===== src/include/regex_scan_macros.svh =====
`ifndef REGEX_SCAN_MACROS_SVH
`define REGEX_SCAN_MACROS_SVH

// Payload byte width
`define SCAN_CHAR_W 8

// Stream context table depth and its index width
`define SCAN_STREAMS 64
`define SCAN_SID_W 6

// Match counter width
`define SCAN_COUNT_W 16

// DFA state word, wide enough for the largest rule
`define SCAN_STATE_W 3

// One enable bit per rule
`define SCAN_NUM_RULES 2

// Front end pipeline depths, in register stages from the input beat
`define SCAN_CHAR_DELAY 2
`define SCAN_EOP_DELAY 6

`endif


===== src/source/regex_scan_pkg.sv =====
`include "regex_scan_macros.svh"

package regex_scan_pkg;

  // Rule chosen by a matcher instance
  // Value doubles as the bit index into rule_mask_t
  typedef enum logic {
    RULE_FINGER = 1'b0,
    RULE_ROOT   = 1'b1
  } rule_sel_e;

  // DFA state word as kept in the per-stream memories
  typedef logic [`SCAN_STATE_W-1:0] dfa_state_t;

  // Match counter
  typedef logic [`SCAN_COUNT_W-1:0] scan_count_t;

  // Bit 0 finger, bit 1 root
  typedef logic [`SCAN_NUM_RULES-1:0] rule_mask_t;

  // One input byte with its packet tags
  typedef struct packed {
    logic [`SCAN_CHAR_W-1:0] data;
    logic                    sop;
    logic                    eop;
    logic [`SCAN_SID_W-1:0]  stream_id;
  } pkt_beat_t;

  // Per-packet control from the front end to the matchers
  typedef struct packed {
    logic                   load_state;
    logic                   new_stream_id;
    logic                   eop;
    logic [`SCAN_SID_W-1:0] stream_id;
  } scan_ctl_t;

endpackage


===== src/source/dfa_finger.sv =====
`timescale 1ns/1ps
`include "regex_scan_macros.svh"

module dfa_finger
  import regex_scan_pkg::*;
(
  input  logic                    clk,
  input  logic                    rst_n,
  input  logic [`SCAN_CHAR_W-1:0] char_in,
  input  logic                    char_in_vld,
  input  dfa_state_t              state_in,
  input  logic                    state_in_vld,
  output dfa_state_t              state_out,
  output logic                    accept_out
);

  // One state per matched prefix of "finger"
  // Idle must encode as zero, a new stream restores zero
  typedef enum logic [`SCAN_STATE_W-1:0] {
    F_IDLE,
    F_F,
    F_FI,
    F_FIN,
    F_FING,
    F_FINGE,
    F_FINGER
  } finger_state_e;

  finger_state_e state_q;
  finger_state_e base_state;
  finger_state_e state_d;

  // Next state for one character
  // No proper suffix of the word is also a prefix, so a mismatch
  // only has to look at whether the byte starts a new word
  function automatic finger_state_e step(input finger_state_e cur,
                                         input logic [`SCAN_CHAR_W-1:0] c);
    finger_state_e restart;
    finger_state_e nxt;
    restart = (c == "f") ? F_F : F_IDLE;
    nxt = restart;
    case (cur)
      F_F:
        if (c == "i") nxt = F_FI;
      F_FI:
        if (c == "n") nxt = F_FIN;
      F_FIN:
        if (c == "g") nxt = F_FING;
      F_FING:
        if (c == "e") nxt = F_FINGE;
      F_FINGE:
        if (c == "r") nxt = F_FINGER;
      // Idle and accept both restart on the byte
      default:
        nxt = restart;
    endcase
    return nxt;
  endfunction

  // Loaded state replaces the held one
  // A character in the same cycle steps from the loaded state
  always_comb
  begin
    base_state = state_in_vld ? finger_state_e'(state_in) : state_q;
    state_d    = char_in_vld ? step(base_state, char_in) : base_state;
  end

  always_ff @(posedge clk)
  begin
    if (!rst_n)
      state_q <= F_IDLE;
    else
      state_q <= state_d;
  end

  assign state_out  = dfa_state_t'(state_q);
  // High while sitting in the accept state
  assign accept_out = (state_q == F_FINGER);

endmodule


===== src/source/dfa_root.sv =====
`timescale 1ns/1ps
`include "regex_scan_macros.svh"

module dfa_root
  import regex_scan_pkg::*;
(
  input  logic                    clk,
  input  logic                    rst_n,
  input  logic [`SCAN_CHAR_W-1:0] char_in,
  input  logic                    char_in_vld,
  input  dfa_state_t              state_in,
  input  logic                    state_in_vld,
  output dfa_state_t              state_out,
  output logic                    accept_out
);

  // Matched prefixes of "root", idle at zero
  typedef enum logic [`SCAN_STATE_W-1:0] {
    R_IDLE,
    R_R,
    R_RO,
    R_ROO,
    R_ROOT
  } root_state_e;

  root_state_e state_q;
  root_state_e base_state;
  root_state_e state_d;

  // Only 'r' can start a new prefix, so every mismatch lands in R_R or idle
  // A fourth 'o' after "roo" leaves no prefix standing
  function automatic root_state_e step(input root_state_e cur,
                                       input logic [`SCAN_CHAR_W-1:0] c);
    root_state_e restart;
    root_state_e nxt;
    restart = (c == "r") ? R_R : R_IDLE;
    nxt = restart;
    case (cur)
      R_R:
        if (c == "o") nxt = R_RO;
      R_RO:
        if (c == "o") nxt = R_ROO;
      R_ROO:
        if (c == "t") nxt = R_ROOT;
      default:
        nxt = restart;
    endcase
    return nxt;
  endfunction

  // Load picks the base, a same-cycle character still advances it
  always_comb
  begin
    base_state = state_in_vld ? root_state_e'(state_in) : state_q;
    state_d    = char_in_vld ? step(base_state, char_in) : base_state;
  end

  always_ff @(posedge clk)
  begin
    if (!rst_n)
      state_q <= R_IDLE;
    else
      state_q <= state_d;
  end

  assign state_out  = dfa_state_t'(state_q);
  assign accept_out = (state_q == R_ROOT);

endmodule


===== src/source/packet_frontend.sv =====
`timescale 1ns/1ps
`include "regex_scan_macros.svh"

module packet_frontend
  import regex_scan_pkg::*;
(
  input  logic                    clk,
  input  logic                    rst_n,
  input  pkt_beat_t               beat,
  input  logic                    beat_vld,
  input  logic                    cfg_we,
  input  logic [`SCAN_SID_W-1:0]  cfg_stream,
  input  rule_mask_t              cfg_mask,
  output scan_ctl_t               ctl,
  output logic [`SCAN_CHAR_W-1:0] char_out,
  output logic                    char_vld
  ,
  output rule_mask_t              rule_enable
);

  // Per-stream rule enables and streams seen since reset
  rule_mask_t               en_table [`SCAN_STREAMS];
  logic [`SCAN_STREAMS-1:0] seen;

  // Character path delay line
  logic [`SCAN_CHAR_W-1:0]     char_pipe [`SCAN_CHAR_DELAY];
  logic [`SCAN_CHAR_DELAY-1:0] vld_pipe;

  // End of packet delay line
  logic [`SCAN_EOP_DELAY-1:0] eop_pipe;

  // Packet start control
  logic                   load_q;
  logic                   new_q;
  logic [`SCAN_SID_W-1:0] sid_q;

  // Config writes land at the next edge
  always_ff @(posedge clk)
  begin
    if (!rst_n)
    begin
      for (int i = 0; i < `SCAN_STREAMS; i++)
        en_table[i] <= '0;
    end
    else if (cfg_we)
      en_table[cfg_stream] <= cfg_mask;
  end

  // Start of packet, stream id held until the next sop
  always_ff @(posedge clk)
  begin
    if (!rst_n)
    begin
      load_q <= 1'b0;
      new_q  <= 1'b0;
      sid_q  <= '0;
    end
    else
    begin
      load_q <= beat_vld & beat.sop;
      if (beat_vld && beat.sop)
      begin
        sid_q <= beat.stream_id;
        new_q <= ~seen[beat.stream_id];
      end
    end
  end

  // Payload bytes carry no reset
  always_ff @(posedge clk)
  begin
    char_pipe[0] <= beat.data;
    for (int i = 1; i < `SCAN_CHAR_DELAY; i++)
      char_pipe[i] <= char_pipe[i-1];
  end

  // Strobes, seen bitmap and enable read
  always_ff @(posedge clk)
  begin
    if (!rst_n)
    begin
      vld_pipe    <= '0;
      eop_pipe    <= '0;
      seen        <= '0;
      rule_enable <= '0;
    end
    else
    begin
      vld_pipe <= {vld_pipe[`SCAN_CHAR_DELAY-2:0], beat_vld};
      eop_pipe <= {eop_pipe[`SCAN_EOP_DELAY-2:0], beat_vld & beat.eop};
      // Table read one stage early so enables leave with the eop pulse
      rule_enable <= eop_pipe[`SCAN_EOP_DELAY-2] ? en_table[sid_q] : '0;
      // Stream becomes known once its first packet closes
      if (eop_pipe[`SCAN_EOP_DELAY-1])
        seen[sid_q] <= 1'b1;
    end
  end

  assign char_out = char_pipe[`SCAN_CHAR_DELAY-1];
  assign char_vld = vld_pipe[`SCAN_CHAR_DELAY-1];

  assign ctl = '{
    load_state:    load_q,
    new_stream_id: new_q,
    eop:           eop_pipe[`SCAN_EOP_DELAY-1],
    stream_id:     sid_q
  };

endmodule


===== src/source/regex_scan_top.sv =====
`timescale 1ns/1ps
`include "regex_scan_macros.svh"

module regex_scan_top
  import regex_scan_pkg::*;
(
  input  logic                   clk,
  input  logic                   rst_n,
  input  pkt_beat_t              beat,
  input  logic                   beat_vld,
  input  logic                   cfg_we,
  input  logic [`SCAN_SID_W-1:0] cfg_stream,
  input  rule_mask_t             cfg_mask,
  output scan_count_t            finger_count,
  output scan_count_t            root_count,
  output logic                   finger_fired,
  output logic                   root_fired
);

  // Shared front end outputs
  scan_ctl_t               ctl;
  logic [`SCAN_CHAR_W-1:0] char_bus;
  logic                    char_vld;
  rule_mask_t              rule_enable;

  packet_frontend i_frontend (
    .clk         (clk),
    .rst_n       (rst_n),
    .beat        (beat),
    .beat_vld    (beat_vld),
    .cfg_we      (cfg_we),
    .cfg_stream  (cfg_stream),
    .cfg_mask    (cfg_mask),
    .ctl         (ctl),
    .char_out    (char_bus),
    .char_vld    (char_vld),
    .rule_enable (rule_enable)
  );

  // One matcher per rule, each picks its own enable bit
  stream_context_matcher #(.RULE(RULE_FINGER)) i_finger_matcher (
    .clk         (clk),
    .rst_n       (rst_n),
    .ctl         (ctl),
    .char_in     (char_bus),
    .char_in_vld (char_vld),
    .enable      (rule_enable[RULE_FINGER]),
    .count       (finger_count),
    .fired       (finger_fired)
  );

  stream_context_matcher #(.RULE(RULE_ROOT)) i_root_matcher (
    .clk         (clk),
    .rst_n       (rst_n),
    .ctl         (ctl),
    .char_in     (char_bus),
    .char_in_vld (char_vld),
    .enable      (rule_enable[RULE_ROOT]),
    .count       (root_count),
    .fired       (root_fired)
  );

endmodule


===== src/source/stream_context_matcher.sv =====
`timescale 1ns/1ps
`include "regex_scan_macros.svh"

module stream_context_matcher
  import regex_scan_pkg::*;
#(
  parameter rule_sel_e RULE = RULE_FINGER
) (
  input  logic                    clk,
  input  logic                    rst_n,
  input  scan_ctl_t               ctl,
  input  logic [`SCAN_CHAR_W-1:0] char_in,
  input  logic                    char_in_vld,
  input  logic                    enable,
  output scan_count_t             count,
  output logic                    fired
);

  // Saved DFA state per stream
  dfa_state_t state_mem [`SCAN_STREAMS];

  // State restored at packet start
  // Also kept as the write-back value when the rule is off
  dfa_state_t state_in;
  logic       state_in_vld;

  // DFA input stage
  logic [`SCAN_CHAR_W-1:0] char_in_r;
  logic                    char_in_vld_r;
  dfa_state_t              state_in_r;
  logic                    state_in_vld_r;

  // Raw DFA outputs
  dfa_state_t state_out;
  logic       accept_out;
  // Marks a DFA state that came from a character step
  logic       step_done;

  // DFA output stage
  dfa_state_t state_out_r;
  logic       accept_out_r;

  scan_count_t count_q;
  logic        fired_q;

  // Restore zero for a new stream, else the saved state
  always_ff @(posedge clk)
  begin
    if (ctl.load_state)
      state_in <= ctl.new_stream_id ? '0 : state_mem[ctl.stream_id];
  end

  always_ff @(posedge clk)
  begin
    if (!rst_n)
      state_in_vld <= 1'b0;
    else
      state_in_vld <= ctl.load_state;
  end

  // Register every DFA input and output
  always_ff @(posedge clk)
  begin
    char_in_r   <= char_in;
    state_in_r  <= state_in;
    state_out_r <= state_out;
  end

  always_ff @(posedge clk)
  begin
    if (!rst_n)
    begin
      char_in_vld_r  <= 1'b0;
      state_in_vld_r <= 1'b0;
      step_done      <= 1'b0;
      accept_out_r   <= 1'b0;
    end
    else
    begin
      char_in_vld_r  <= char_in_vld;
      state_in_vld_r <= state_in_vld;
      step_done      <= char_in_vld_r;
      // Only a fresh step counts as a hit
      // An accept state held across packets would refire otherwise
      accept_out_r   <= accept_out & step_done;
    end
  end

  generate
    if (RULE == RULE_FINGER)
    begin : g_finger
      dfa_finger i_dfa (
        .clk          (clk),
        .rst_n        (rst_n),
        .char_in      (char_in_r),
        .char_in_vld  (char_in_vld_r),
        .state_in     (state_in_r),
        .state_in_vld (state_in_vld_r),
        .state_out    (state_out),
        .accept_out   (accept_out)
      );
    end
    else
    begin : g_root
      dfa_root i_dfa (
        .clk          (clk),
        .rst_n        (rst_n),
        .char_in      (char_in_r),
        .char_in_vld  (char_in_vld_r),
        .state_in     (state_in_r),
        .state_in_vld (state_in_vld_r),
        .state_out    (state_out),
        .accept_out   (accept_out)
      );
    end
  endgenerate

  // Speculative fired flag and count
  always_ff @(posedge clk)
  begin
    if (!rst_n)
    begin
      fired_q <= 1'b0;
      count_q <= '0;
    end
    else
    begin
      // Cleared per packet, later hits win
      if (ctl.load_state)
        fired_q <= 1'b0;
      if (accept_out_r)
        fired_q <= 1'b1;
      // At most one count per packet
      if (ctl.eop)
      begin
        if (enable)
          count_q <= count_q + scan_count_t'(fired_q);
        else
          fired_q <= 1'b0;
      end
    end
  end

  // Save context at eop
  // Disabled rule keeps the state from packet start
  always_ff @(posedge clk)
  begin
    if (ctl.eop)
      state_mem[ctl.stream_id] <= enable ? state_out_r : state_in;
  end

  assign count = count_q;
  assign fired = fired_q;

endmodule

===== config.mk =====
export PLATFORM = sky130hd
export DESIGN_NAME = regex_scan_top
export DESIGN_NICKNAME = d
export VERILOG_FILES = /design/src/source/regex_scan_pkg.sv /design/src/source/dfa_finger.sv /design/src/source/dfa_root.sv /design/src/source/packet_frontend.sv /design/src/source/regex_scan_top.sv /design/src/source/stream_context_matcher.sv
export VERILOG_INCLUDE_DIRS = /design/src /design/src/include
export SDC_FILE = /design/constraint.sdc
export NUM_CORES = 1
export LEC_CHECK = 0
export ABC_AREA = 1
export BUFFER_PORTS_ARGS = -buffer_cell sky130_fd_sc_hd__buf_2
export CAP_MARGIN = 10
export CELL_PAD_IN_SITES_DETAIL_PLACEMENT = 1
export CELL_PAD_IN_SITES_GLOBAL_PLACEMENT = 2
export CORE_MARGIN = 4
export CORE_UTILIZATION = 46
export CTS_BUF_LIST = sky130_fd_sc_hd__clkbuf_8
export DETAILED_ROUTE_END_ITERATION = 7
export PLACE_DENSITY = 0.92
export SYNTH_ARGS = -nofsm -noshare
export SYNTH_HDL_FRONTEND = slang
export SYNTH_SLANG_ARGS = --single-unit

===== constraint.sdc =====
create_clock -name clk -period 4.8 [get_ports clk]
set_clock_uncertainty 0.15 [all_clocks]
set_input_delay 0.96 -clock clk [delete_from_list [all_inputs] [get_ports clk]]
set_output_delay 0.96 -clock clk [all_outputs]
set_load 0.02 [all_outputs]

==> impl_summary.txt, run 1 <==
----------------------------------------------------
[Run status]
  Outcome ... completed

[Global route]
  Layer carrying the most global-route usage ... met2
  Met1 Resource Use GR ... 31.7%
  Largest net degree at the start of global routing ... 89
  Number of antenna violations at the first check in global routing ... 3
  Met3 routing resource usage after global routing ... 3.76%
  Wire length of the first global-routing pass ... 121 mm
  Global Route met2 Usage ... 42.7%
  Grt total ovfl ... 0
  Vias in the first global route ... 21,100
  GRT Total Usage ... 24.5%

[Synthesis]
  Sequential fraction of the synthesis area ... 68.7%
  Number of different library cells in the post-synthesis netlist ... 39
  Cell area after technology mapping ... 27,400 um^2
  Largest area contributor in the netlist ... sky130_fd_sc_hd__edfxtp_1
  Synth warnings ... 0
  Most used flip-flop cell after synthesis ... sky130_fd_sc_hd__edfxtp_1
  Portion of synthesized cell area occupied by the leading cell type ... 56.7%
  Number of flip-flops and latches in the synthesized netlist ... 682
  Cell types occupying the most area after synthesis ... sky130_fd_sc_hd__edfxtp_1 57%, sky130_fd_sc_hd__dfxtp_1 12%, sky130_fd_sc_hd__nor2_1 10%
  Instance count of the mapped netlist ... 2,650
  Avg Cell Area, Syn ... 10.3 um^2
  Number of nets produced by synthesis ... 2,682
  Share of flip-flops with an asynchronous set or reset ... 0%
  Post-synth EDFFs ... 518

[Floorplanning]
  I/O pin total ... 62
  Die Width ... 252 um
  Die area ... 63,600 um^2
  Area inside the core boundary ... 59,000 um^2
  Number of core rows ... 89
  Floorplan die height ... 252 um
  Starting utilization of the core area ... 46.5%

[Worst setup path]
  Category of the critical setup timing path ... flop to flop
  Reg-to-Reg End ... i_finger_matcher.state_in[1]$_SDFFCE_PP0P_
  Worst reg-to-reg path cell count ... 7
  Highest net fanout along the worst path ... 88
  Capture point of the worst path ... i_finger_matcher.state_in[1]$_SDFFCE_PP0P_
  Critical-path top delay cell ... sky130_fd_sc_hd__buf_4
  Worst setup path start ... i_frontend.sid_q[0]$_SDFFE_PN0P_
  Worst reg-to-reg setup slack ... 1.62 ns
  List of cells traversed by the critical path ... buf_4, o21ai_0, o21ai_0, o21ai_0, nand2_1, nor2_1, a21oi_1
  Critical path capture point type ... flop
  Slowest stage delay, CP ... 0.82 ns
  Most Frequent Cell on Critical Path ... sky130_fd_sc_hd__o21ai_0
  Sort of element at the start of the critical path ... flop
  Crit path required time ... 5.23 ns
  Origin of the critical flop-to-flop path ... i_frontend.sid_q[0]$_SDFFE_PN0P_
  Critical path arrival ... 3.61 ns

[Power and ir drop]
  Leak pwr ... 11.0 nW
  Power Dens Cells ... 389 nW/um^2
  Worst vdd rail ir drop ... 374 uV

[Timing]
  Max Clk Rate ... 314 MHz
  Number of setup violations in the final report ... 0
  Shortest clock period the worst path allows after layout ... 3.18 ns
  Headroom to the max-slew limit ... 20.9%
  Worst Max-Slew Pin Slew ... 1.18 ns
  TNS Setup ... 0 ns
  Ratio of final minimum period to clock period ... 66.3%
  Number of max-slew violations in the final report ... 0
  Unrepaired setup endpoints after global routing ... no
  Final hold viol count ... 0

[Finish]
  Top library cells by usage in the layout, fill and taps aside ... 730 x sky130_fd_sc_hd__nor2_1, 518 x sky130_fd_sc_hd__edfxtp_1, 390 x sky130_fd_sc_hd__o21ai_0
  Most common cell after layout, fill and taps aside ... sky130_fd_sc_hd__nor2_1
  Final-stage net count ... 2,760
  Final cell area excluding filler cells ... 30,500 um^2
  Layout-stage area growth over the synthesis result ... 11.2%
  Ratio of cells with drive above 1 in the final layout ... 9.77%

[Min path]
  Path type of the worst min-delay path ... flop to flop

[Routing]
  Post-detailed-route DRC marker count ... 0
  Total Wirelength ... 78.6 mm
  Via-per-instance ratio ... 5.58
  First-pass iteration count of the detailed router ... 5
  Violation count after the first detailed-route iteration ... 1,379
  Wire length per cell after detailed routing ... 21.9 um
  Vias ... 20,000
  Post-route antenna net violation count ... 0

[Place]
  HPWL after detailed placement ... 49.4 mm
  Placement Cell Area ... 28,400 um^2
  Port buffer count ... 61
  Placer Congestion ... 0.802

[Clock network]
  Maximum buffer depth of the clock tree ... 3
  PostCTS Resize Cnt ... 0
  Cell at the root of the clock tree ... sky130_fd_sc_hd__clkbuf_8
  CTS sink cnt ... 682
  Hold Buf Count CTS ... 0
  Number of buffers inserted to repair setup after CTS ... 0
  Clk Latency, worst-skew pair ... 0.74 ns
  CTS H-tree depth ... 3
  TritonCTS clock tree ... built
  Worst-path clk slew ... 0.07 ns
  CTS buffer count ... 110

[Flow run]
  Number of violations of the max-capacitance limit ... 0

----------------------------------------------------
[per-layer routing]
layer,up-vias,part of all wire [%]
li1,9260,-
met3,141,5.4
met4,0,2.8
met5,-,0
met1,10100,42
met2,551,50
[final cells by class]
type / count / area [um^2]
clock inverters: 81 / 410
well taps: 773 / 967
clock buffers: 119 / 1640
diodes: 1 / 2.50
repair buffers: 94 / 556
fillers: 6491 / 28500
flip-flops and latches: 682 / 18800
inverters: 106 / 403
multi-input cells: 1734 / 7680
[registers in the layout, summed over array words and instances, names as in the netlist, 6 cells and up]
register	cells
i_root_matcher.count	16
i_finger_matcher.state_mem	192
i_root_matcher.char_in_r	8
i_frontend.en_table	128
i_finger_matcher.count	16
i_frontend.eop_pipe	6
i_root_matcher.state_mem	192
i_frontend.char_pipe	16
i_frontend.seen	64
i_frontend.sid_q	6
[logic make-up (layout without fill, tap and decap cells)]
group / Yosys count / after routing / share of synthesized area (%)
buffers and inverters: 234 / 400 / 3.48
AO/OA/AOI/OAI: 529 / 529 / 9.97
other: 0 / 1 / 0
XOR/XNOR: 1 / 1 / 0.0319
flip-flops: 682 / 682 / 68.7
AND/OR/NAND/NOR: 1200 / 1200 / 17.6
adder cells (fa/ha/maj): 4 / 4 / 0.182
[critical path, delay by kind of cell, from the launching register on]
kind	cells	cell delay [ns]
AO/OA/AOI/OAI	4	0.96
AND/OR/NAND/NOR	2	0.33
buffers and inverters	1	0.82
flip-flops	1	0.67
[report_power, final]
part           internal, mW  switching (mW)
combinational         0.156           0.526
clock                  2.39            2.32
sequential             6.42          0.0431
total                  8.96            2.89
[through the flow]
stage | utilization [%] | power, mW | hold WS, ns | worst slack (ns) | cells
final | 51.7 | 11.9 | 0.161 | 1.62 | 3590
after global placement | 48.2 | 7.23 | 0.160 | 1.48 | 3389
after CTS | 51.7 | 11.9 | 0.116 | 1.64 | 3589
after detailed placement | 48.2 | 7.26 | 0.164 | 1.50 | 3389
after global routing | 51.7 | 12.3 | 0.130 | 1.41 | 3590
after floorplan | - | 6.99 | 0.160 | 2.35 | 2650
[cells in the mapped netlist (4+ instances only)]
library cell	count
sky130_fd_sc_hd__a21oi_1	43
sky130_fd_sc_hd__buf_1	4
sky130_fd_sc_hd__buf_2	32
sky130_fd_sc_hd__buf_4	7
sky130_fd_sc_hd__clkbuf_1	82
sky130_fd_sc_hd__dfxtp_1	164
sky130_fd_sc_hd__edfxtp_1	518
sky130_fd_sc_hd__ha_1	4
sky130_fd_sc_hd__inv_1	95
sky130_fd_sc_hd__inv_2	11
sky130_fd_sc_hd__nand2_1	333
sky130_fd_sc_hd__nand3_1	78
sky130_fd_sc_hd__nand4_1	8
sky130_fd_sc_hd__nor2_1	731
sky130_fd_sc_hd__nor3_1	24
sky130_fd_sc_hd__nor4_1	5
sky130_fd_sc_hd__nor4_4	7
sky130_fd_sc_hd__o21ai_0	390
sky130_fd_sc_hd__o21ai_1	42
sky130_fd_sc_hd__o22ai_1	44
[worst min path at each step]
stage	end	cells past startpoint	from
floorplan	i_frontend.char_pipe[1][0]$_DFF_P_	0	i_frontend.char_pipe[0][0]$_DFF_P_
global placement	i_root_matcher.char_in_r[4]$_DFF_P_	0	i_frontend.char_pipe[1][4]$_DFF_P_
detailed placement	i_frontend.char_pipe[1][5]$_DFF_P_	0	i_frontend.char_pipe[0][5]$_DFF_P_
CTS	i_frontend.char_pipe[0][7]$_DFF_P_	1	beat[15]
global route	i_frontend.char_pipe[0][4]$_DFF_P_	1	beat[12]
finish	i_frontend.char_pipe[1][5]$_DFF_P_	0	i_frontend.char_pipe[0][5]$_DFF_P_
Power figures use the tool's default switching activity.
==> inputs of run 2 (changes only) <==
ABC_AREA = 0   (was 1)
CORE_UTILIZATION = 48   (was 46)
PLACE_DENSITY = 0.87   (was 0.92)
clock period = 3.2 ns   (was 4.8 ns; I/O delays follow)
==> run 2 against run 1 <==
  * Critical endpoint is now i_finger_matcher.state_in[2]$_SDFFCE_PP0P_
  * Largest cell class unchanged
  * First-iteration DRC count down 7.5%
  * Global-route usage shrank 0.91 points
  * Routed wire length down 10%
  * Synthesized area grew 0.18%
==> impl_summary.txt, run 2 <==
----------------------------------------------------
[Synthesis]
  Xor and xnor area share after synthesis ... 0.797% (was 0.0319%)
  Post-synth EDFFs ... 518 (unchanged)
  Portion of synthesized cell area occupied by the leading cell type ... 56.6% (was 56.7%)
  Number of nets produced by synthesis ... 1,800 (was 2,682)
  Number of different library cells in the post-synthesis netlist ... 47 (was 39)
  Avg Cell Area, Syn ... 15.5 um^2 (was 10.3 um^2)
  Ranking of synthesized cells by instance count ... 518 x sky130_fd_sc_hd__edfxtp_1, 178 x sky130_fd_sc_hd__nand2_1, 164 x sky130_fd_sc_hd__dfxtp_1 (was 731 x sky130_fd_sc_hd__nor2_1, 518 x sky130_fd_sc_hd__edfxtp_1, 390 x sky130_fd_sc_hd__o21ai_0)
  Fraction of the mapped netlist area in adder cells ... 0.182% (about the same)
  Largest area contributor in the netlist ... sky130_fd_sc_hd__edfxtp_1 (unchanged)
  Cell area after technology mapping ... 27,500 um^2 (was 27,400 um^2)
  Compound-Gate Fraction of Synth Area ... 3.63% (was 9.97%)
  Sequential fraction of the synthesis area ... 68.6% (was 68.7%)
  Most used flip-flop cell after synthesis ... sky130_fd_sc_hd__edfxtp_1 (unchanged)
  Most used standard cell by instance count after synthesis ... sky130_fd_sc_hd__edfxtp_1 (was sky130_fd_sc_hd__nor2_1)
  Share of flip-flops with an asynchronous set or reset ... 0% (unchanged)
  Simple-gate area share of the yosys netlist ... 10.1% (was 17.6%)
  Multiplexer area fraction after synthesis ... 14.6% (was 0%)
  Synth warnings ... 0 (unchanged)
  Instance count of the mapped netlist ... 1,768 (was 2,650)
  Number of flip-flops and latches in the synthesized netlist ... 682 (unchanged)
  Largest family of logic cells by synthesized area ... multiplexers (was simple AND/OR/NAND/NOR gates)
  Cell types occupying the most area after synthesis ... sky130_fd_sc_hd__edfxtp_1 57%, sky130_fd_sc_hd__dfxtp_1 12%, sky130_fd_sc_hd__mux4_2 11% (was sky130_fd_sc_hd__edfxtp_1 57%, sky130_fd_sc_hd__dfxtp_1 12%, sky130_fd_sc_hd__nor2_1 10%)

[Floorplanning]
  I/O pin total ... 62 (unchanged)
  Die Width ... 247 um (was 252 um)
  Starting utilization of the core area ... 48.6% (was 46.5%)
  Number of core rows ... 87 (was 89)
  Area inside the core boundary ... 56,500 um^2 (was 59,000 um^2)
  Floorplan die height ... 247 um (was 252 um)
  Die area ... 61,100 um^2 (was 63,600 um^2)

[Clock network]
  CTS sink cnt ... 682 (unchanged)
  CTS H-tree depth ... 3 (unchanged)
  Clk Latency, worst-skew pair ... 0.71 ns (was 0.74 ns)
  Worst-path clk slew ... 0.07 ns (about the same)
  CTS buffer count ... 107 (was 110)
  Maximum buffer depth of the clock tree ... 3 (unchanged)
  Cell at the root of the clock tree ... sky130_fd_sc_hd__clkbuf_8 (unchanged)
  TritonCTS clock tree ... built (unchanged)

[Timing]
  Number of max-slew violations in the final report ... 0 (unchanged)
  Ratio of final minimum period to clock period ... 91.0% (was 66.3%)
  TNS Setup ... 0 ns (unchanged)
  Final hold viol count ... 0 (unchanged)
  Unrepaired setup endpoints after global routing ... no (unchanged)
  Number of setup violations in the final report ... 0 (unchanged)
  Max Clk Rate ... 343 MHz (was 314 MHz)
  Shortest clock period the worst path allows after layout ... 2.91 ns (was 3.18 ns)
  Worst Max-Slew Pin Slew ... 1.08 ns (was 1.18 ns)
  Headroom to the max-slew limit ... 28.1% (was 20.9%)

[Finish]
  Layout-stage area growth over the synthesis result ... 14.5% (was 11.2%)
  Final-stage net count ... 1,954 (was 2,760)
  Ratio of cells with drive above 1 in the final layout ... 23.8% (was 9.77%)
  Filler instances ... 5,304 (was 6,491)
  Most common cell after layout, fill and taps aside ... sky130_fd_sc_hd__edfxtp_1 (was sky130_fd_sc_hd__nor2_1)
  Top library cells by usage in the layout, fill and taps aside ... 518 x sky130_fd_sc_hd__edfxtp_1, 178 x sky130_fd_sc_hd__nand2_1, 161 x sky130_fd_sc_hd__dfxtp_1 (was 730 x sky130_fd_sc_hd__nor2_1, 518 x sky130_fd_sc_hd__edfxtp_1, 390 x sky130_fd_sc_hd__o21ai_0)
  Registers with the highest flip-flop counts ... i_finger_matcher.state_mem (192), i_root_matcher.state_mem (192), i_frontend.en_table (128) (unchanged)
  Non-filler instance count after layout ... 2,773 (was 3,590)

[Global route]
  GRT Total Usage ... 23.6% (was 24.5%)
  Number of antenna violations at the first check in global routing ... 4 (was 3)
  Largest net degree at the start of global routing ... 190 (was 89)
  Wire length of the first global-routing pass ... 108 mm (was 121 mm)
  Vias in the first global route ... 17,600 (was 21,100)
  Grt total ovfl ... 0 (unchanged)

[Worst setup path]
  Crit path required time ... 3.50 ns (was 5.23 ns)
  Origin of the critical flop-to-flop path ... i_frontend.sid_q[2]$_SDFFE_PN0P_ (was i_frontend.sid_q[0]$_SDFFE_PN0P_)
  Critical path capture point type ... flop (unchanged)
  Reg-to-Reg End ... i_finger_matcher.state_in[2]$_SDFFCE_PP0P_ (was i_finger_matcher.state_in[1]$_SDFFCE_PP0P_)
  Critical-path top delay cell ... sky130_fd_sc_hd__dfxtp_4 (was sky130_fd_sc_hd__buf_4)
  Worst reg-to-reg path cell count ... 6 (was 7)
  Highest net fanout along the worst path ... 42 (was 88)
  Worst reg-to-reg setup slack ... 0.29 ns (was 1.62 ns)
  List of cells traversed by the critical path ... buf_12, mux4_2, mux2i_1, o22ai_1, nor4_1, nor2_1 (was buf_4, o21ai_0, o21ai_0, o21ai_0, nand2_1, nor2_1, a21oi_1)
  Critical path arrival ... 3.21 ns (was 3.61 ns)
  Slowest stage delay, CP ... 0.81 ns (was 0.82 ns)
  Category of the critical setup timing path ... flop to flop (unchanged)
  Sort of element at the start of the critical path ... flop (unchanged)

[Place]
  Placer Congestion ... 0.817 (was 0.802)
  HPWL after detailed placement ... 44.8 mm (was 49.4 mm)
  Port buffer count ... 61 (unchanged)
  Total instance count after detailed placement ... 2,559 (was 3,389)

[Routing]
  Met3 WL post-DR ... 3.81 mm (was 4.27 mm)
  Wire length per cell after detailed routing ... 25.4 um (was 21.9 um)
  First-pass iteration count of the detailed router ... 6 (was 5)
  Via-per-instance ratio ... 5.80 (was 5.58)
  Post-route antenna net violation count ... 0 (unchanged)
  Met1 wire length ... 28.0 mm (was 32.8 mm)
  Length of routed met2 wiring ... 35.8 mm (was 39.4 mm)
  Violation count after the first detailed-route iteration ... 1,276 (was 1,379)
  Top routing layer used ... met4 (unchanged)
  Vias ... 16,100 (was 20,000)
  Total Wirelength ... 70.6 mm (was 78.6 mm)
  Post-detailed-route DRC marker count ... 0 (unchanged)

[Power and ir drop]
  Leak pwr ... 11.2 nW (was 11.0 nW)
  Worst vdd rail ir drop ... 331 uV (was 374 uV)
  Power Dens Cells ... 569 nW/um^2 (was 389 nW/um^2)

[Run status]
  Outcome ... completed (unchanged)

[Min path]
  Path type of the worst min-delay path ... input port to flop (was flop to flop)
  Hold worst-path end ... i_frontend.vld_pipe[0]$_SDFF_PN0_ (was i_frontend.char_pipe[1][5]$_DFF_P_)
  Startpoint of the most critical hold path ... beat_vld (was i_frontend.char_pipe[0][5]$_DFF_P_)
  Number of cells on the worst hold path ... 2 (was 0)

[Flow run]
  Number of violations of the max-capacitance limit ... 0 (unchanged)

----------------------------------------------------
run 2: cell count changes after synthesis, moves of 14 or more:
cell / before / now
sky130_fd_sc_hd__nand3_1: 78 / 30
sky130_fd_sc_hd__o21ai_1: 42 / 0
sky130_fd_sc_hd__o21a_1: 1 / 65
sky130_fd_sc_hd__xnor2_1: 1 / 19
sky130_fd_sc_hd__inv_1: 95 / 9
sky130_fd_sc_hd__nor2_1: 731 / 92
sky130_fd_sc_hd__mux2i_1: 0 / 79
sky130_fd_sc_hd__nand2_1: 333 / 178
sky130_fd_sc_hd__clkbuf_1: 82 / 96
sky130_fd_sc_hd__and2_1: 0 / 36
sky130_fd_sc_hd__mux4_2: 0 / 139
sky130_fd_sc_hd__o21ai_0: 390 / 11
sky130_fd_sc_hd__a21oi_1: 43 / 2
sky130_fd_sc_hd__and3_1: 1 / 137
run 2: layout make-up:
type / count / area (um^2) / area share (%)
antenna: 3 / 7.51 / 0.0239
timing repair buffer: 177 / 1370 / 4.36
clock inverter: 81 / 527 / 1.67
clock buffer: 120 / 1650 / 5.25
tap: 756 / 946 / 3.01
multi-input combinational: 945 / 8070 / 25.7
inverter: 9 / 33.8 / 0.107
sequential: 682 / 18800 / 59.9
run 2: worst max-delay path by stage:
stage,from,end,slack [ns],cells after the start
floorplan,rst_n,i_frontend.en_table[60][0]$_SDFFCE_PN0P_,0.96,6
detailed placement,i_frontend.sid_q[2]$_SDFFE_PN0P_,i_finger_matcher.state_in[2]$_SDFFCE_PP0P_,0.32,6
CTS,i_frontend.sid_q[2]$_SDFFE_PN0P_,i_finger_matcher.state_in[2]$_SDFFCE_PP0P_,0.30,6
global route,i_frontend.sid_q[2]$_SDFFE_PN0P_,i_finger_matcher.state_in[2]$_SDFFCE_PP0P_,0.22,6
global placement,i_frontend.sid_q[2]$_SDFFE_PN0P_,i_finger_matcher.state_in[2]$_SDFFCE_PP0P_,0.30,6
finish,i_frontend.sid_q[2]$_SDFFE_PN0P_,i_finger_matcher.state_in[2]$_SDFFCE_PP0P_,0.29,6
run 2: report_power, final:
group	switching, mW	leakage, nW	total (mW)	internal [mW]
Clock	3.49	1.22	7.44	3.94
Sequential	0.0804	6.06	9.69	9.61
Combinational	0.472	3.89	0.784	0.312
Total	4.05	11.2	17.9	13.9
run 2: what timing repair did:
item | 4_1_cts | 5_1_grt
resized for setup | 0 | 0
setup buffers | 0 | 0
endpoints found under the hold margin | 10 | 0
endpoints found under the setup margin | 0 | 0
hold buffers | 10 | 0
run 2: cell families (layout without fill, tap and decap cells):
kind of cell / Yosys count / after routing
DFF: 682 / 682
muxes: 226 / 226
adders and majority gates: 4 / 4
AOI/OAI and AO/OA: 141 / 141
other: 0 / 3
buffers and inverters: 141 / 387
and+or+nand+nor: 549 / 549
xor gates and xnor gates: 25 / 25
run 2: worst max-delay path, delay by kind of cell, from the launching register on:
| kind | cells | cell delay (ns) |
|---|---|---|
| buffers and inverters | 1 | 0.32 |
| AND/OR/NAND/NOR | 2 | 0.42 |
| multiplexers | 2 | 0.68 |
| flip-flops | 1 | 0.81 |
| AO/OA/AOI/OAI | 1 | 0.22 |
run 2: per-layer routing:
layer,GRT usage [%],up-vias
met5,0,-
li1,-,7109
met4,10.5,0
met2,40.1,506
met1,29.8,8337
met3,4.03,144
run 2: through the flow:
stage / cell area [um^2] / setup slack, ns / utilization, % / power, mW / hold slack (ns)
finish: 31500 / 0.288 / 55.7 / 17.9 / 0.0812
global route: 31400 / 0.217 / 55.7 / 18.6 / 0.0397
CTS: 31400 / 0.296 / 55.7 / 18.1 / 0.0131
detailed placement: 29200 / 0.318 / 51.6 / 10.7 / 0.163
global placement: 29200 / 0.303 / 51.6 / 10.6 / 0.162
floorplan: 27500 / 0.958 / - / 10.3 / 0.160
==> inputs of run 3 (changes only) <==
BUFFER_PORTS_ARGS = -buffer_cell sky130_fd_sc_hd__buf_4   (was -buffer_cell sky130_fd_sc_hd__buf_2)
PLACE_DENSITY = 0.83   (was 0.87)
==> run 3 against run 2 <==
  * Cell area grew 0.85%
  * Global-route usage grew 0.27 points
  * First-iteration DRC count shrank 6.0%
  * Routed wire length grew 1.2%
  * Critical path type unchanged
  * Fmax shrank 3.4%
  * Non-clock buffer count grew 24
==> impl_summary.txt, run 3 (synthesis gave the netlist of run 2 again) <==
----------------------------------------------------
[Global route]
  Largest net degree at the start of global routing ... 89 (was 190)
  Number of antenna violations at the first check in global routing ... 0 (was 4)
  GRT Total Usage ... 23.8% (was 23.6%)
  Grt total ovfl ... 0 (unchanged)
  Wire length of the first global-routing pass ... 109 mm (was 108 mm)
  Vias in the first global route ... 17,600 (about the same)

[Min path]
  Number of cells on the worst hold path ... 2 (unchanged)
  Path type of the worst min-delay path ... input port to flop (unchanged)

[Worst setup path]
  List of cells traversed by the critical path ... buf_4, mux4_2, mux2i_1, o22ai_1, nor4_1, nor2_1 (was buf_12, mux4_2, mux2i_1, o22ai_1, nor4_1, nor2_1)
  Critical path capture point type ... flop (unchanged)
  Slowest stage delay, CP ... 0.72 ns (was 0.81 ns)
  Worst reg-to-reg setup slack ... 0.19 ns (was 0.29 ns)
  Category of the critical setup timing path ... flop to flop (unchanged)
  Worst reg-to-reg path cell count ... 6 (unchanged)
  Highest net fanout along the worst path ... 25 (was 42)
  Crit path required time ... 3.49 ns (was 3.50 ns)
  Critical path arrival ... 3.31 ns (was 3.21 ns)
  Sort of element at the start of the critical path ... flop (unchanged)
  Critical-path top delay cell ... sky130_fd_sc_hd__dfxtp_4 (unchanged)

[Clock network]
  Worst-path clk slew ... 0.06 ns (was 0.07 ns)
  TritonCTS clock tree ... built (unchanged)
  Number of buffers inserted to repair setup after CTS ... 0 (unchanged)
  CTS H-tree depth ... 3 (unchanged)
  Cell at the root of the clock tree ... sky130_fd_sc_hd__clkbuf_8 (unchanged)
  Hold Buf Count CTS ... 10 (unchanged)
  CTS sink cnt ... 682 (unchanged)
  PostCTS Resize Cnt ... 0 (unchanged)
  CTS buffer count ... 109 (was 107)
  Clk Latency, worst-skew pair ... 0.71 ns (about the same)
  Maximum buffer depth of the clock tree ... 3 (unchanged)

[Timing]
  Worst Hold Margin ... 0.0403 ns (was 0.0812 ns)
  Unrepaired setup endpoints after global routing ... no (unchanged)
  Slack of the critical path ... 0.185 ns (was 0.288 ns)
  Headroom to the max-slew limit ... 46.5% (was 28.1%)
  TNS Setup ... 0 ns (unchanged)
  Ratio of final minimum period to clock period ... 94.2% (was 91.0%)
  Final hold viol count ... 0 (unchanged)
  Max Clk Rate ... 332 MHz (was 343 MHz)
  Worst Max-Slew Pin Slew ... 0.796 ns (was 1.08 ns)
  Number of setup violations in the final report ... 0 (unchanged)
  Shortest clock period the worst path allows after layout ... 3.01 ns (was 2.91 ns)
  Number of max-slew violations in the final report ... 0 (unchanged)

[Power and ir drop]
  Register share of total power ... 54.6% (was 54.1%)
  P_sw ... 3.97 mW (was 4.05 mW)
  Part of the power in combinational logic ... 4.7% (was 4.4%)
  Power Dens Cells ... 559 nW/um^2 (was 569 nW/um^2)
  Leak pwr ... 11.4 nW (was 11.2 nW)
  Share of power burned in the clock network ... 40.7% (was 41.5%)
  Overall power after layout ... 17.7 mW (was 17.9 mW)
  Switching share of power ... 22.4% (was 22.6%)
  Internal power ... 13.8 mW (was 13.9 mW)
  Worst vdd rail ir drop ... 298 uV (was 331 uV)

[Routing]
  Via-per-instance ratio ... 5.83 (was 5.80)
  Total Wirelength ... 71.4 mm (was 70.6 mm)
  First-pass iteration count of the detailed router ... 5 (was 6)
  Vias ... 16,300 (was 16,100)
  Wire length per cell after detailed routing ... 25.5 um (was 25.4 um)
  Violation count after the first detailed-route iteration ... 1,200 (was 1,276)
  Post-detailed-route DRC marker count ... 0 (unchanged)
  Post-route antenna net violation count ... 0 (unchanged)

[Finish]
  Final cell area excluding filler cells ... 31,700 um^2 (was 31,500 um^2)
  Registers with the highest flip-flop counts ... i_finger_matcher.state_mem (192), i_root_matcher.state_mem (192), i_frontend.en_table (128) (unchanged)
  Top library cells by usage in the layout, fill and taps aside ... 518 x sky130_fd_sc_hd__edfxtp_1, 180 x sky130_fd_sc_hd__buf_4, 178 x sky130_fd_sc_hd__nand2_1 (was 518 x sky130_fd_sc_hd__edfxtp_1, 178 x sky130_fd_sc_hd__nand2_1, 161 x sky130_fd_sc_hd__dfxtp_1)
  Non-filler instance count after layout ... 2,800 (was 2,773)
  Layout-stage area growth over the synthesis result ... 15.5% (was 14.5%)
  Final standard cell utilization of the core ... 56.1% (was 55.7%)
  Ratio of cells with drive above 1 in the final layout ... 24.3% (was 23.8%)
  Final-stage net count ... 1,980 (was 1,954)
  Most common cell after layout, fill and taps aside ... sky130_fd_sc_hd__edfxtp_1 (unchanged)

[Floorplanning]
  Starting utilization of the core area ... 48.6% (unchanged)
  Number of core rows ... 87 (unchanged)
  Die Width ... 247 um (unchanged)
  Die area ... 61,100 um^2 (unchanged)
  I/O pin total ... 62 (unchanged)
  Floorplan die height ... 247 um (unchanged)
  Area inside the core boundary ... 56,500 um^2 (unchanged)

[Place]
  Port buffer count ... 61 (unchanged)
  Setup slack after placement ... 0.194 ns (was 0.318 ns)
  HPWL after detailed placement ... 46.0 mm (was 44.8 mm)
  Placement Cell Area ... 29,500 um^2 (was 29,200 um^2)
  Placer Congestion ... 0.844 (was 0.817)
  Total instance count after detailed placement ... 2,583 (was 2,559)

[Flow run]
  Number of violations of the max-capacitance limit ... 0 (unchanged)

[Run status]
  Outcome ... completed (unchanged)

----------------------------------------------------
==> run 3: layout make-up <==
class | count | area, um^2
repair buffers | 201 | 1660
flip-flops and latches | 682 | 18800
clock buffers | 133 | 1830
fillers | 5272 | 24800
clock inverters | 73 | 328
well taps | 756 | 946
multi-input cells | 945 | 8070
diodes | 1 | 2.50
inverters | 9 | 33.8
==> run 3: critical path: cells and delay by family (launching register included) <==
kind,cells,cell delay [ns]
AO/OA/AOI/OAI,1,0.22
buffers and inverters,1,0.35
flip-flops,1,0.72
multiplexers,2,0.72
AND/OR/NAND/NOR,2,0.56
==> run 3: power by group through the flow <==
stage	Combinational (mW)	Clock [mW]	Sequential, mW
2_1_floorplan	0.532	0	9.81
3_3_place_gp	0.780	0	9.86
3_5_place_dp	0.817	0	9.87
4_1_cts	0.832	7.35	9.68
5_1_grt	0.888	7.80	9.69
6_report	0.828	7.22	9.68
==> run 3: metal layers <==
metal  GRT usage, %  part of all wire [%]  vias up
li1               -                     -     7145
met5              0                     0        -
met4           9.16                   3.9        0
met3           4.92                   5.2      156
met2           40.1                    50      488
met1           30.6                    41     8522
==> run 3: path summary, 6_finish.rpt <==
path	start	to
worst min-delay path	beat[6]	i_frontend.eop_pipe[0]$_SDFF_PN0_
worst min register to register	i_frontend.char_pipe[0][6]$_DFF_P_	i_frontend.char_pipe[1][6]$_DFF_P_
worst max register to register	i_frontend.sid_q[0]$_SDFFE_PN0P_	i_finger_matcher.state_in[2]$_SDFFCE_PP0P_
worst max-delay path	i_frontend.sid_q[0]$_SDFFE_PN0P_	i_finger_matcher.state_in[2]$_SDFFCE_PP0P_
